==> config.mk <==
export PLATFORM = sky130hd
export DESIGN_NAME = io_block
export DESIGN_NICKNAME = d
export VERILOG_FILES = /design/src/hw/io_cmd_pkg.sv /design/src/hw/io_resp_pkg.sv /design/src/hw/io_block.sv /design/src/hw/key_debounce.sv /design/src/hw/led_bank.sv /design/src/hw/led_flash.sv /design/src/hw/radio_ctrl.sv /design/src/hw/resp_builder.sv
export SDC_FILE = /design/constraint.sdc
export NUM_CORES = 1
export LEC_CHECK = 0
export ABC_AREA = 1
export BUFFER_PORTS_ARGS = -buffer_cell sky130_fd_sc_hd__buf_4
export CORE_UTILIZATION = 50
export DETAILED_ROUTE_END_ITERATION = 12
export PLACE_DENSITY = 0.75
export REMOVE_ABC_BUFFERS = 1
export SLEW_MARGIN = 20
export SYNTH_ARGS = -nofsm -noshare
export SYNTH_HDL_FRONTEND = slang
export SYNTH_SLANG_ARGS = --single-unit
==> constraint.sdc <==
create_clock -name clk -period 3.17 [get_ports clk]
set_input_delay 0.317 -clock clk [delete_from_list [all_inputs] [get_ports clk]]
set_output_delay 0.317 -clock clk [all_outputs]
set_load 0.01 [all_outputs]
==> src/hw/io_cmd_pkg.sv <==
package io_cmd_pkg;

  // Command bus geometry
  localparam int CMD_ADDR_W = 6;
  localparam int CMD_DATA_W = 32;

  // Transceiver configuration register
  localparam logic [CMD_ADDR_W-1:0] CFG_ADDR = 6'h09;
  localparam int CFG_VNA_BIT    = 23; // VNA mode enable
  localparam int CFG_PA_EN_BIT  = 19;
  localparam int CFG_TR_DIS_BIT = 18; // T/R relay disable

  // Key debounce, sized for simulation
  localparam int DEBOUNCE_CYCLES = 16;
  localparam int DEBOUNCE_W      = 5;

  // LED prescaler, tick every 2**LED_TICK_W cycles
  localparam int LED_TICK_W = 6;
  localparam int LED_COUNT  = 4;

  // LED stretch FSM states
  localparam logic [1:0] LED_IDLE  = 2'b00;
  localparam logic [1:0] LED_LIT   = 2'b01;
  localparam logic [1:0] LED_WAIT1 = 2'b10;
  localparam logic [1:0] LED_WAIT2 = 2'b11;

endpackage

==> src/hw/io_resp_pkg.sv <==
package io_resp_pkg;

  localparam int RESP_W    = 40;
  localparam int TELEM_W   = 12;
  localparam int PAYLOAD_W = 32;

  localparam logic [7:0] FW_SERIAL = 8'h5c;
  localparam logic [6:0] SLOT0_ID  = 7'b0001111; // Fixed firmware ID

  typedef logic [1:0] slot_t;

  // Telemetry slot rotation
  localparam slot_t SLOT_ID       = 2'd0;
  localparam slot_t SLOT_TEMP_FWD = 2'd1;
  localparam slot_t SLOT_REV_BIAS = 2'd2;
  localparam slot_t SLOT_SPARE    = 2'd3;

  // Echo of an acknowledged command, top bit set
  typedef struct packed {
    logic                              is_cmd;
    logic [io_cmd_pkg::CMD_ADDR_W-1:0] addr;
    logic                              tx_on;
    logic [io_cmd_pkg::CMD_DATA_W-1:0] data;
  } resp_cmd_t;

  // Rotating status word, top bit clear
  typedef struct packed {
    logic [2:0]           pad_hi;
    slot_t                slot;
    logic [1:0]           pad_lo;
    logic                 tx_on;
    logic [PAYLOAD_W-1:0] payload;
  } resp_status_t;

  typedef union packed {
    resp_cmd_t    cmd;
    resp_status_t status;
  } resp_word_u;

endpackage

==> src/hw/io_block.sv <==
`timescale 1ns/100ps

module io_block (
  input  logic                              clk,
  input  logic                              rst_n_i,
  input  logic                              cmd_rqst_i,
  input  logic [io_cmd_pkg::CMD_ADDR_W-1:0] cmd_addr_i,
  input  logic [io_cmd_pkg::CMD_DATA_W-1:0] cmd_data_i,
  input  logic                              cmd_ptt_i,
  input  logic                              cmd_requires_resp_i,
  input  logic                              cmd_ack_ext_i,
  input  logic                              resp_rqst_i,
  input  logic                              run_i,
  input  logic                              rx_good_lvl_i,
  input  logic                              rx_clip_i,
  input  logic                              phone_tip_n_i,  // CW key
  input  logic                              phone_ring_n_i, // PTT
  input  logic                              txinhibit_n_i,
  input  logic [io_resp_pkg::TELEM_W-1:0]   fwd_pwr_i,
  input  logic [io_resp_pkg::TELEM_W-1:0]   rev_pwr_i,
  input  logic [io_resp_pkg::TELEM_W-1:0]   bias_i,
  input  logic [io_resp_pkg::TELEM_W-1:0]   temp_i,
  output logic [io_resp_pkg::RESP_W-1:0]    resp_o,
  output logic                              cw_keydown_o,
  output logic [io_cmd_pkg::LED_COUNT-1:0]  led_n_o,
  output logic                              tx_on_o,
  output logic                              pa_inttr_o,
  output logic                              pa_exttr_o,
  output logic                              pwr_envop_o,
  output logic                              pwr_envbias_o,
  output logic                              pwr_envpa_o,
  output logic                              rfsw_sel_o
);

  logic cw_key;
  logic ext_ptt;
  logic tx_inhibit;
  logic tx_on;
  logic led_rx_active;

  // Front-panel keys
  key_debounce u_deb_cw (.clk(clk), .rst_n_i(rst_n_i),
                         .key_n_i(phone_tip_n_i), .key_o(cw_key));
  key_debounce u_deb_ptt (.clk(clk), .rst_n_i(rst_n_i),
                          .key_n_i(phone_ring_n_i), .key_o(ext_ptt));
  key_debounce u_deb_inhibit (.clk(clk), .rst_n_i(rst_n_i),
                              .key_n_i(txinhibit_n_i), .key_o(tx_inhibit));

  assign cw_keydown_o = cw_key;

  radio_ctrl u_radio_ctrl (
    .clk           (clk),
    .rst_n_i       (rst_n_i),
    .cmd_rqst_i    (cmd_rqst_i),
    .cmd_addr_i    (cmd_addr_i),
    .cmd_data_i    (cmd_data_i),
    .cmd_ptt_i     (cmd_ptt_i),
    .run_i         (run_i),
    .cw_key_i      (cw_key),
    .ext_ptt_i     (ext_ptt),
    .tx_inhibit_i  (tx_inhibit),
    .tx_on_o       (tx_on),
    .pa_inttr_o    (pa_inttr_o),
    .pa_exttr_o    (pa_exttr_o),
    .pwr_envop_o   (pwr_envop_o),
    .pwr_envbias_o (pwr_envbias_o),
    .pwr_envpa_o   (pwr_envpa_o),
    .rfsw_sel_o    (rfsw_sel_o)
  );

  assign tx_on_o = tx_on;

  led_bank u_led_bank (
    .clk             (clk),
    .rst_n_i         (rst_n_i),
    .run_i           (run_i),
    .tx_on_i         (tx_on),
    .rx_good_lvl_i   (rx_good_lvl_i),
    .rx_clip_i       (rx_clip_i),
    .led_n_o         (led_n_o),
    .led_rx_active_o (led_rx_active)
  );

  resp_builder u_resp_builder (
    .clk                 (clk),
    .rst_n_i             (rst_n_i),
    .cmd_rqst_i          (cmd_rqst_i),
    .cmd_requires_resp_i (cmd_requires_resp_i),
    .cmd_addr_i          (cmd_addr_i),
    .cmd_data_i          (cmd_data_i),
    .cmd_ack_ext_i       (cmd_ack_ext_i),
    .resp_rqst_i         (resp_rqst_i),
    .tx_on_i             (tx_on),
    .led_rx_active_i     (led_rx_active),
    .fwd_pwr_i           (fwd_pwr_i),
    .rev_pwr_i           (rev_pwr_i),
    .bias_i              (bias_i),
    .temp_i              (temp_i),
    .resp_o              (resp_o)
  );

endmodule

==> src/hw/key_debounce.sv <==
`timescale 1ns/100ps

module key_debounce (
  input  logic clk,
  input  logic rst_n_i,
  input  logic key_n_i,
  output logic key_o
);

  logic [1:0]                        sync_q;
  logic [io_cmd_pkg::DEBOUNCE_W-1:0] cnt_q;
  logic                              key_q;

  always_ff @(posedge clk) begin
    if (!rst_n_i) begin
      sync_q <= '0;
      cnt_q  <= '0;
      key_q  <= 1'b0;
    end else begin
      sync_q <= {sync_q[0], ~key_n_i}; // Invert to active high
      if (sync_q[1] != key_q) begin
        // Flip only after a full run of differing samples
        if (cnt_q == io_cmd_pkg::DEBOUNCE_W'(io_cmd_pkg::DEBOUNCE_CYCLES - 1)) begin
          key_q <= sync_q[1];
          cnt_q <= '0;
        end else begin
          cnt_q <= cnt_q + 1'b1;
        end
      end else begin
        cnt_q <= '0; // Agreeing sample restarts the count
      end
    end
  end

  assign key_o = key_q;

endmodule

==> src/hw/led_bank.sv <==
`timescale 1ns/100ps

module led_bank (
  input  logic                             clk,
  input  logic                             rst_n_i,
  input  logic                             run_i,
  input  logic                             tx_on_i,
  input  logic                             rx_good_lvl_i,
  input  logic                             rx_clip_i,
  output logic [io_cmd_pkg::LED_COUNT-1:0] led_n_o,
  output logic                             led_rx_active_o
);

  logic [io_cmd_pkg::LED_TICK_W-1:0] presc_q;
  logic                              tick;
  logic [io_cmd_pkg::LED_COUNT-1:0]  led_src;

  // Free-running prescaler shared by all flashers
  always_ff @(posedge clk) begin
    if (!rst_n_i) begin
      presc_q <= '0;
    end else begin
      presc_q <= presc_q + 1'b1;
    end
  end

  assign tick = &presc_q;

  assign led_src = {rx_clip_i, rx_good_lvl_i, tx_on_i, run_i}; // d5 down to d2

  for (genvar i = 0; i < io_cmd_pkg::LED_COUNT; i++) begin : g_led
    led_flash u_led_flash (
      .clk     (clk),
      .rst_n_i (rst_n_i),
      .tick_i  (tick),
      .sig_i   (led_src[i]),
      .led_n_o (led_n_o[i])
    );
  end

  // Receive activity seen while either rx LED is lit
  assign led_rx_active_o = ~led_n_o[2] | ~led_n_o[3];

endmodule

==> src/hw/led_flash.sv <==
`timescale 1ns/100ps

module led_flash (
  input  logic clk,
  input  logic rst_n_i,
  input  logic tick_i,
  input  logic sig_i,
  output logic led_n_o
);

  logic [1:0] state_q;
  logic [1:0] state_d;

  always_ff @(posedge clk) begin
    if (!rst_n_i) begin
      state_q <= io_cmd_pkg::LED_IDLE;
    end else begin
      state_q <= state_d;
    end
  end

  // Each tick walks one step back to idle, so 2 to 3 ticks lit
  always_comb begin
    state_d = state_q;
    case (state_q)
      io_cmd_pkg::LED_IDLE: begin
        if (sig_i) state_d = io_cmd_pkg::LED_LIT;
      end
      io_cmd_pkg::LED_LIT: begin
        if (tick_i) state_d = io_cmd_pkg::LED_WAIT1;
      end
      io_cmd_pkg::LED_WAIT1: begin
        if (tick_i) state_d = io_cmd_pkg::LED_WAIT2;
      end
      io_cmd_pkg::LED_WAIT2: begin
        if (tick_i) state_d = io_cmd_pkg::LED_IDLE;
      end
      default: state_d = io_cmd_pkg::LED_IDLE;
    endcase
  end

  assign led_n_o = (state_q == io_cmd_pkg::LED_IDLE); // High is off

endmodule

==> src/hw/radio_ctrl.sv <==
`timescale 1ns/100ps

module radio_ctrl (
  input  logic                              clk,
  input  logic                              rst_n_i,
  input  logic                              cmd_rqst_i,
  input  logic [io_cmd_pkg::CMD_ADDR_W-1:0] cmd_addr_i,
  input  logic [io_cmd_pkg::CMD_DATA_W-1:0] cmd_data_i,
  input  logic                              cmd_ptt_i,
  input  logic                              run_i,
  input  logic                              cw_key_i,
  input  logic                              ext_ptt_i,
  input  logic                              tx_inhibit_i,
  output logic                              tx_on_o,
  output logic                              pa_inttr_o,
  output logic                              pa_exttr_o,
  output logic                              pwr_envop_o,
  output logic                              pwr_envbias_o,
  output logic                              pwr_envpa_o,
  output logic                              rfsw_sel_o
);

  logic ptt_q;
  logic vna_q;
  logic pa_enable_q;
  logic tr_disable_q;
  logic tx_on;

  always_ff @(posedge clk) begin
    if (!rst_n_i) begin
      ptt_q        <= 1'b0;
      vna_q        <= 1'b0;
      pa_enable_q  <= 1'b0;
      tr_disable_q <= 1'b0;
    end else if (cmd_rqst_i) begin
      ptt_q <= cmd_ptt_i; // Every command carries PTT
      if (cmd_addr_i == io_cmd_pkg::CFG_ADDR) begin
        vna_q        <= cmd_data_i[io_cmd_pkg::CFG_VNA_BIT];
        pa_enable_q  <= cmd_data_i[io_cmd_pkg::CFG_PA_EN_BIT];
        tr_disable_q <= cmd_data_i[io_cmd_pkg::CFG_TR_DIS_BIT];
      end
    end
  end

  // Any transmit source, unless inhibited or stopped
  assign tx_on = (ptt_q | cw_key_i | ext_ptt_i | vna_q) & ~tx_inhibit_i & run_i;

  assign tx_on_o = tx_on;

  // Internal T/R relay stays in use when the PA is bypassed
  assign pa_inttr_o = tx_on & (pa_enable_q | ~tr_disable_q);
  assign pa_exttr_o = tx_on;

  assign pwr_envop_o   = tx_on;
  assign pwr_envbias_o = tx_on & pa_enable_q;
  assign pwr_envpa_o   = tx_on & pa_enable_q;

  assign rfsw_sel_o = pa_enable_q; // Route RF through the PA

endmodule

==> src/hw/resp_builder.sv <==
`timescale 1ns/100ps

module resp_builder (
  input  logic                               clk,
  input  logic                               rst_n_i,
  input  logic                               cmd_rqst_i,
  input  logic                               cmd_requires_resp_i,
  input  logic [io_cmd_pkg::CMD_ADDR_W-1:0]  cmd_addr_i,
  input  logic [io_cmd_pkg::CMD_DATA_W-1:0]  cmd_data_i,
  input  logic                               cmd_ack_ext_i,
  input  logic                               resp_rqst_i,
  input  logic                               tx_on_i,
  input  logic                               led_rx_active_i,
  input  logic [io_resp_pkg::TELEM_W-1:0]    fwd_pwr_i,
  input  logic [io_resp_pkg::TELEM_W-1:0]    rev_pwr_i,
  input  logic [io_resp_pkg::TELEM_W-1:0]    bias_i,
  input  logic [io_resp_pkg::TELEM_W-1:0]    temp_i,
  output logic [io_resp_pkg::RESP_W-1:0]     resp_o
);

  logic [io_cmd_pkg::CMD_ADDR_W-1:0] cap_addr_q;
  logic [io_cmd_pkg::CMD_DATA_W-1:0] cap_data_q;
  logic                              requires_q;
  logic [io_cmd_pkg::CMD_ADDR_W-1:0] echo_addr_q;
  logic [io_cmd_pkg::CMD_DATA_W-1:0] echo_data_q;
  logic                              pending_q;
  io_resp_pkg::slot_t                slot_q;
  io_resp_pkg::resp_word_u           resp_q;
  logic                              cmd_ack;

  // Telemetry sits in the low bits of a 16-bit half
  function automatic logic [15:0] pad_telem(input logic [io_resp_pkg::TELEM_W-1:0] val);
    return 16'(val);
  endfunction

  always_ff @(posedge clk) begin
    if (cmd_rqst_i) begin
      cap_addr_q <= cmd_addr_i;
      cap_data_q <= cmd_data_i;
    end
    if (cmd_ack) begin
      echo_addr_q <= cap_addr_q; // One-deep queue, newest ack wins
      echo_data_q <= cap_data_q;
    end
  end

  assign cmd_ack = requires_q & cmd_ack_ext_i;

  always_ff @(posedge clk) begin
    if (!rst_n_i) begin
      requires_q <= 1'b0;
      pending_q  <= 1'b0;
      slot_q     <= io_resp_pkg::SLOT_ID;
      resp_q     <= '0;
    end else begin
      if (cmd_rqst_i) requires_q <= cmd_requires_resp_i;

      if (cmd_ack) begin
        pending_q <= 1'b1;
      end else if (resp_rqst_i) begin
        pending_q <= 1'b0;
      end

      if (resp_rqst_i) begin
        slot_q <= slot_q + 1'b1; // Echo still consumes a slot
        if (pending_q) begin
          resp_q.cmd.is_cmd <= 1'b1;
          resp_q.cmd.addr   <= echo_addr_q;
          resp_q.cmd.tx_on  <= tx_on_i;
          resp_q.cmd.data   <= echo_data_q;
        end else begin
          resp_q.status.pad_hi <= '0;
          resp_q.status.slot   <= slot_q;
          resp_q.status.pad_lo <= '0;
          resp_q.status.tx_on  <= tx_on_i;
          case (slot_q)
            io_resp_pkg::SLOT_ID:
              resp_q.status.payload <= {io_resp_pkg::SLOT0_ID, led_rx_active_i,
                                        16'h0000, io_resp_pkg::FW_SERIAL};
            io_resp_pkg::SLOT_TEMP_FWD:
              resp_q.status.payload <= {pad_telem(temp_i), pad_telem(fwd_pwr_i)};
            io_resp_pkg::SLOT_REV_BIAS:
              resp_q.status.payload <= {pad_telem(rev_pwr_i), pad_telem(bias_i)};
            io_resp_pkg::SLOT_SPARE:
              resp_q.status.payload <= '0;
            default:
              resp_q.status.payload <= '0;
          endcase
        end
      end
    end
  end

  assign resp_o = resp_q;

endmodule

Yosys cells after proc, flatten, opt, wreduce, memory -nomap -nowiden:

Index checks and enable logic that the tools add are counted.

* flip-flop bits (word level): 162
* input port bits: 99
* output and inout bits: 52
* word-level logic and storage cells: 123

* add/subtract/negate cells: 5
* equality and inequality tests: 38
* multiplexer cells: 15
* bitwise operators: 21
* reductions and logical operators: 18

Operator list (count)
* 32-bit one-hot mux with 4 select lines: 1
* 40-bit two-way mux: 1
* 2-bit one-hot mux with 4 select lines: 4
* 2-bit == test (second input constant): 10
* 2-bit by 1-bit inequality test with 1-bit output (second input constant): 9
* 4-bit AND reduction: 4
* 5-bit by 1-bit adder with 5-bit output (second input constant): 3
* 5-bit by 4-bit == test with 1-bit output (second input constant): 3
* 2-bit two-way mux: 7
* 2-bit inequality test (second input constant): 7
* 1-bit NOT: 11
* 2-bit by 1-bit == test with 1-bit output (second input constant): 5
* 2-bit logical NOT: 5
* 3-bit OR reduction: 3
* 2-bit AND reduction: 4
* 6-bit by 1-bit adder with 6-bit output (second input constant): 1
* 6-bit by 4-bit == test with 1-bit output (second input constant): 1
* 6-bit AND reduction: 1
* 1-bit AND: 5
* 1-bit OR: 5
* 1-bit inequality test: 3
* 2-bit by 1-bit adder with 2-bit output (second input constant): 1
* 1-bit two-way mux: 2
* 2-bit nonzero test: 1

Logic depth before layout (Yosys ltp):

Gate-level depths: netlist of run 1.

* word-level depth: 7
* mapped depth: 8
* gate-level depth less buffers: 8

Hierarchy:

Synthesis of run 1 repeated with hierarchy kept, for this count alone.

* cells, all modules: 708
* area, all modules: 6625.1 µm²

Modules (own cells, without submodules)
* resp_builder: times used 1, cells each 403, area each 4383.0 µm², seq. area each 3163.0 µm²
* key_debounce: times used 3, cells each 36, area each 307.8 µm², seq. area each 160.2 µm²
* led_flash: times used 4, cells each 29, area each 196.4 µm², seq. area each 40.0 µm²
* radio_ctrl: times used 1, cells each 47, area each 279.0 µm², seq. area each 80.1 µm²
* led_bank: times used 1, cells each 34, area each 254.0 µm², seq. area each 120.1 µm²

Worst setup path before layout of run 1:

OpenSTA, ideal clock, no wires.

* kind: input to register
* start point: input port cmd_ack_ext_i
* end point: register u_resp_builder.echo_addr_q[0] (netlist bit), enable pin
* setup time: 0.393 ns
* arrival time: 1.123 ns
* required time: 2.777 ns
* path slack: 1.655 ns
* stages: 2
* buffers on the path: 0
* cell sequence: nand2_1 inv_1

* cells in the longest elaborated chain, start to end: 1

Ends and longest elaborated chain
* from (decl): line io_block.sv:11 `input logic cmd_ack_ext_i,`
* 1-bit AND: line resp_builder.sv:47 `assign cmd_ack = requires_q & cmd_ack_ext_i;`
* net u_resp_builder.cmd_ack: line resp_builder.sv:29 `logic cmd_ack;`
* to (signal assigned): line resp_builder.sv:42 `echo_addr_q <= cap_addr_q;`
* to (decl): line resp_builder.sv:24 `logic [io_cmd_pkg::CMD_ADDR_W-1:0] echo_addr_q;`

The timed path passes the listed nets, and every way through them passes these cells.
A chain may end at the register's enable or synchronous reset.

Final worst setup path of run 1:

* start point: register u_deb_ptt.key_q (netlist: u_deb_ptt.key_o)
* end point: output port pa_inttr_o

* cells in the longest elaborated chain, start to end: 5

Ends and longest elaborated chain
* from (decl): line key_debounce.sv:12 `logic key_q;`
* from (signal assigned): line key_debounce.sv:24 `key_q <= sync_q[1];`
* 1-bit OR (2 in series): line radio_ctrl.sv:46 `assign tx_on = (ptt_q | cw_key_i | ext_ptt_i | vna_q) & ~tx_inhibit_i & run_i;`
* 1-bit AND (2 in series): line radio_ctrl.sv:46
* 1-bit AND: line radio_ctrl.sv:51 `assign pa_inttr_o = tx_on & (pa_enable_q | ~tr_disable_q);`
* to (decl): line io_block.sv:27 `output logic pa_inttr_o,`

No other way between the ends.

==> flow_metrics.tcl, run 1 <==
set metrics [dict create \
    die-area_sq_mm 0.0132 \
    grt_max_degree 43 \
    num_vias 4734 \
    htreeDepth 4 \
    setup_violations 0 \
    synth_top_family_by_area "simple AND/OR/NAND/NOR gates" \
    dpl.hpwl_um 9350 \
    hold_path_class "in2reg" \
    first_global_vias 4626 \
    cap_violations 0 \
    startpoint_type "flop" \
    synth_edf_count 76 \
    numPlacedInstances 912 \
    layout_min_cycle_time_ns 1.87 \
    cp.arrival_ns 1.55 \
    cts_tree "done" \
    postRouteAntennaNets 0 \
    yosysSeqAreaShare_pct 62.7 \
    worstSetupPathType "reg2out" \
    fin_crit_sh_pct 59.0 \
    syn_area_sq_mm 0.00638 \
    rows 40 \
    max_freq_ghz 0.534 \
    yosysMostFrequentCell "nand2_1" \
    cts_resized 0 \
    synthAdderAreaFrac_pct 5.10 \
    crit_path_cell_trace "nor2_1 > nand2_1 > nand2_1 > a21oi_1 > buf_4" \
    globalplace.congestion 0.767 \
    grt-ovfl-total 0 \
    drt-initial-drc-count 197 \
    cts_setup_buffers 0 \
    ys_top_cells_by_area "edfxtp_1 36%, dfxtp_1 27%, nand2_1 9.6%" \
    wire_per_inst_um 14.3 \
    end_kind "output pin" \
    track_usage_pct 21.4 \
    path_common_cell "nand2_1" \
    die_w_um 115 \
    yosys-top-cells-count "163 x nand2_1, 86 x dfxtp_1, 76 x edfxtp_1, 72 x nor2_1, 49 x inv_1" \
    synth_top_area_cell "edfxtp_1" \
    synth_mux_area_share_pct 0 \
    final_nets 888 \
    first_pass_iters 4 \
    slew_viol_final 0 \
    clk_latency_ns 0.42 \
    rsz0062_at_grt "false" \
    finalClockSkew_ns 0.00652 \
    antenna_found_initial 0 \
    whs_ns 0.0502 \
    syn_inst 622 \
    ys_ff_latch 162 \
    finalSetupTns_ns 0 \
    relSlewSlack_pct 42.3 \
    synth_xor_area_share_pct 0.137 \
    synth_cell_type_count 34 \
    cp_max_fo 5 \
    syn_area_per_cell_sq_um 10.3 \
    initial_core_util_pct 52.3 \
    vias_per_cell 5.01 \
    synth_top_area_share_pct 35.8 \
    peakVddDrop_uv 522 \
    fin_cells 944 \
    cts-root-to-sink-buffers 2 \
    nFillCells 950 \
    cts_sinks 162 \
    ios 151 \
    status "finished, final reports clean" \
    critPathSlowestCell "dfxtp_1" \
    area_growth_pct 27.0 \
    synth_simple_gate_area_share_pct 16.7 \
    clkTransAtPathRegs_ns 0.07 \
    final_layout_size_suffix_gt1_share_pct 25.9 \
    required_ns 2.85 \
    cts_buffers 17 \
    port_buffers 150 \
    wirelength_um 13500 \
    drc_errors 0 \
    p_per_area_mw_per_mm2 636 \
    yosysWarnings 0 \
    synth-compound-area-share_pct 9.33 \
    p_leak_nw 3.41 \
    synthArstFlopShare_pct 0 \
    postCtsHoldBufs 0 \
    grt_pass1_wl_um 21500 \
    hold_viol_final 0 \
    n_antenna_cell 0 \
    die-height_um 115 \
    clockRootBuffer "clkbuf_16" \
    core_area_sq_mm 0.0122 \
    critPathMaxStageDelay_ns 0.45 \
    worst_slew_pin_slew_ns 0.865 \
    synth_ff_type "dfxtp_1" \
    final_util_pct 66.4 \
]
[metrics by stage]
stage               power, mW  instance area (sq um)  setup WS, ns
floorplan                2.92                   6200          1.65
global placement         3.19                   7540          1.44
detailed placement       3.26                   7540          1.34
CTS                      5.19                   8110          1.24
global route             5.41                   8110          1.14
finish                   5.16                   8110          1.30
[path summary, 6_finish.rpt]
path / to / startpoint / depth (start not counted) / slack [ns]
setup / recovery: pa_inttr_o / u_deb_ptt.key_o / 5 / 1.30
hold / removal: u_deb_ptt.sync_q[0] / phone_ring_n_i / 2 / 0.05
setup reg to reg: u_resp_builder.resp_o[18] / u_resp_builder.slot_q[1] / 6 / 1.48
hold reg to reg: u_deb_ptt.sync_q[1] / u_deb_ptt.sync_q[0] / 2 / 0.42
[power by group]
part,internal (mW),switching [mW]
Combinational,0.354,0.437
Sequential,2.33,0.0864
Clock,1.07,0.869
Total,3.76,1.39
[per-layer routing]
layer / wire length [um] / global-route usage, % / vias up
met5: 0 / 0 / -
met4: 320 / 9.70 / 0
met3: 708 / 4.85 / 26
met2: 6890 / 38.0 / 145
met1: 5550 / 24.7 / 2220
li1: - / - / 2343
[worst max-delay path, delay by kind of cell (launching register included)]
family,cells,cell delay [ns]
flops,1,0.45
compound gates,1,0.19
simple gates,3,0.34
buf+inv,1,0.14
[sequential cells by signal, summed over array words and instances, names as in the netlist, 2 cells and up]
register,flops
u_led_bank.g_led.u_led_flash.state_q,8
u_resp_builder.slot_q,2
u_deb_cw.sync_q,2
u_resp_builder.resp_o,40
u_deb_ptt.sync_q,2
u_resp_builder.echo_addr_q,6
u_resp_builder.cap_data_q,32
u_deb_cw.cnt_q,5
u_deb_inhibit.cnt_q,5
u_resp_builder.echo_data_q,32
u_deb_ptt.cnt_q,5
u_deb_inhibit.sync_q,2
u_resp_builder.cap_addr_q,6
u_led_bank.presc_q,6
[cell usage in the layout (no fill, tap or decap)]
cell	synthesis	final
nand4_1	4	4
inv_2	2	3
clkinv_4	0	4
clkinv_2	1	2
inv_6	0	7
nor3b_1	1	1
dfxtp_1	86	86
nor2_1	72	72
o21ai_1	1	1
clkinvlp_4	0	1
buf_4	10	150
o211ai_4	2	2
o221ai_1	7	7
edfxtp_1	76	76
a21oi_4	2	2
a22o_1	6	6
inv_8	0	1
inv_1	49	48
o21ai_2	3	3
o21ai_0	15	15
inv_4	1	1
a21oi_1	34	34
ha_1	26	26
nand2_2	1	1
or2_2	2	2
a211oi_1	1	1
xnor2_1	1	1
nor3_1	2	2
nand3_1	13	13
clkbuf_16	0	18
o211ai_1	3	3
nand2_1	163	163
a31oi_1	16	16
nand3_2	1	1
nor3b_2	2	2
nor2_8	1	1
[cells by family (layout without fill, tap and decap cells)]
group,count (synthesis),count (layout)
XOR/XNOR,1,1
AO/OA/AOI/OAI,90,90
flip-flops,162,162
buffers and inverters,81,235
adder cells (fa/ha/maj),26,26
AND/OR/NAND/NOR,262,262
[cell type report]
| type | instances | area, sq um | area share, % |
|---|---|---|---|
| Clock buffer | 18 | 450 | 5.56 |
| Clock inverter | 14 | 120 | 1.48 |
| Inverter | 53 | 203 | 2.50 |
| Multi-Input combinational cell | 379 | 1990 | 24.6 |
| Sequential cell | 162 | 4000 | 49.4 |
| Tap cell | 168 | 210 | 2.59 |
| Timing Repair Buffer | 150 | 1130 | 13.9 |
No activity file was read; power rests on OpenSTA's default activity.
==> inputs of run 2 (changes only) <==
--- a/config.mk
+++ b/config.mk
@@ -7,7 +7,7 @@
 export LEC_CHECK = 0
 export ABC_AREA = 1
 export BUFFER_PORTS_ARGS = -buffer_cell sky130_fd_sc_hd__buf_4
-export CORE_UTILIZATION = 50
+export CORE_UTILIZATION = 48
 export DETAILED_ROUTE_END_ITERATION = 12
 export PLACE_DENSITY = 0.75
 export REMOVE_ABC_BUFFERS = 1
==> constraint.sdc (replaced) <==
create_clock -name clk -period 1.5 [get_ports clk]
set_input_delay 0.15 -clock clk [delete_from_list [all_inputs] [get_ports clk]]
set_output_delay 0.15 -clock clk [all_outputs]
set_load 0.01 [all_outputs]
==> flow_metrics.tcl, run 2 (synthesis gave the netlist of run 1 again) <==
set metrics [dict create \
    vias_per_cell 4.95 \
    grt_max_degree 37 \
    track_usage_pct 21.9 \
    clkTransAtPathRegs_ns 0.06 \
    largest_reg_flops 40 \
    dpl.hpwl_um 9860 \
    final_nets 946 \
    peakVddDrop_uv 1000 \
    nFillCells 935 \
    clockRootBuffer "clkbuf_16" \
    cp.arrival_ns 1.29 \
    fin_crit_sh_pct 96.2 \
    dp_slack_ns 0.0890 \
    grt_pass1_wl_um 23700 \
    finalClockSkew_ns 0.00609 \
    globalplace.congestion 0.768 \
    ios 151 \
    status "finished, final reports clean" \
    cts_buffers 17 \
    num_vias 4982 \
    layout_min_cycle_time_ns 1.44 \
    worstSetupPathType "reg2out" \
    clk_latency_ns 0.42 \
    postRouteAntennaNets 0 \
    startpoint_type "flop" \
    rows 41 \
    relSlewSlack_pct 66.0 \
    final_cell_mix "161 x nand2_1, 158 x buf_4, 77 x dfxtp_1" \
    crit_path_cell_trace "inv_1 > ha_1 > buf_4" \
    setup_violations 0 \
    slew_viol_final 0 \
    p_per_area_mw_per_mm2 1270 \
    initial_core_util_pct 50.0 \
    max_freq_ghz 0.693 \
    die-area_sq_mm 0.0138 \
    cts-root-to-sink-buffers 2 \
    antenna_found_initial 0 \
    critPathSlowestCell "dfxtp_1" \
    cts_tree "done" \
    htreeDepth 4 \
    n_antenna_cell 0 \
    cp_max_fo 4 \
    layout_commonest_cell "nand2_1" \
    area_growth_pct 38.3 \
    first_pass_iters 5 \
    core_area_sq_mm 0.0128 \
    cap_violations 0 \
    port_buffers 150 \
    cts_sinks 162 \
    first_global_vias 5056 \
    hold_path_class "in2reg" \
    final_layout_size_suffix_gt1_share_pct 28.5 \
    rsz0062_at_grt "true" \
    die-height_um 117 \
    end_kind "output pin" \
    critPathMaxStageDelay_ns 0.40 \
    wire_per_inst_um 14.7 \
    p_leak_nw 3.70 \
    drc_errors 0 \
    drt-initial-drc-count 198 \
    fin_ws_ns 0.0573 \
    worst_slew_pin_slew_ns 0.511 \
    final_util_pct 69.1 \
    wirelength_um 14800 \
    grt-ovfl-total 0 \
    hold_viol_final 0 \
    die_w_um 117 \
    required_ns 1.35 \
]
[run 2: worst paths after layout]
| kind | start | to | slack, ns | cells past startpoint |
|---|---|---|---|---|
| setup / recovery | u_led_bank.g_led[1].u_led_flash.state_q[0] | led_n_o[1] | 0.06 | 3 |
| hold / removal | fwd_pwr_i[6] | u_resp_builder.resp_o[6] | 0.04 | 5 |
| setup reg to reg | u_resp_builder.slot_q[1] | u_resp_builder.resp_o[19] | 0.11 | 8 |
| hold reg to reg | u_deb_ptt.sync_q[0] | u_deb_ptt.sync_q[1] | 0.41 | 2 |
[run 2: worst max-delay path, delay by kind of cell, from the launching register on]
family	cells	cell delay, ns
DFF	1	0.40
adders and majority gates	1	0.24
buffers and inverters	2	0.24
[run 2: final cells by class]
class                      instances  area [sq um]  area share, %
clock buffer                      19           453           5.13
clock inverter                    13           136           1.55
inverter                          53           203           2.30
multi-input combinational        379          2040           23.1
sequential                       162          4020           45.6
tap                              172           215           2.44
timing repair buffer             208          1760           19.9
[run 2: power by group]
group	leakage, nW	total [mW]	internal [mW]	switching (mW)
Combinational	2.00	1.89	0.889	1.01
Clock	0.281	4.23	2.53	1.70
Sequential	1.43	5.12	4.94	0.180
Total	3.70	11.2	8.36	2.89
[run 2: metrics by stage]
stage                     instance area, sq um  std cells  TNS [ns]  hold slack, ns  total power [mW]
after floorplan                           6200        594    -0.163           0.222              6.18
after global placement                    7680        928         0           0.309              6.81
after detailed placement                  7680        928         0           0.309              6.95
after CTS                                 8730       1004         0          0.0298              11.3
after global routing                      8830       1006   -0.0248          0.0575              11.7
final                                     8830       1006         0          0.0433              11.2
[run 2: metal layers]
| metal | part of all wire, % | vias up | track usage, % |
|---|---|---|---|
| li1 | - | 2463 | - |
| met1 | 40 | 2356 | 24.0 |
| met2 | 54 | 137 | 39.5 |
| met3 | 3.8 | 26 | 5.16 |
| met4 | 2.3 | 0 | 11.0 |
| met5 | 0 | - | 0 |
[run 2: what timing repair did]
action / in CTS / in global routing
hold endpoints to repair: 47 / 0
setup endpoints to repair: 6 / 24
resized for setup: 7 / 23
cloned: 0 / 2
buffers inserted: 0 / 0
pin swaps: 0 / 6
hold buffers: 44 / 0
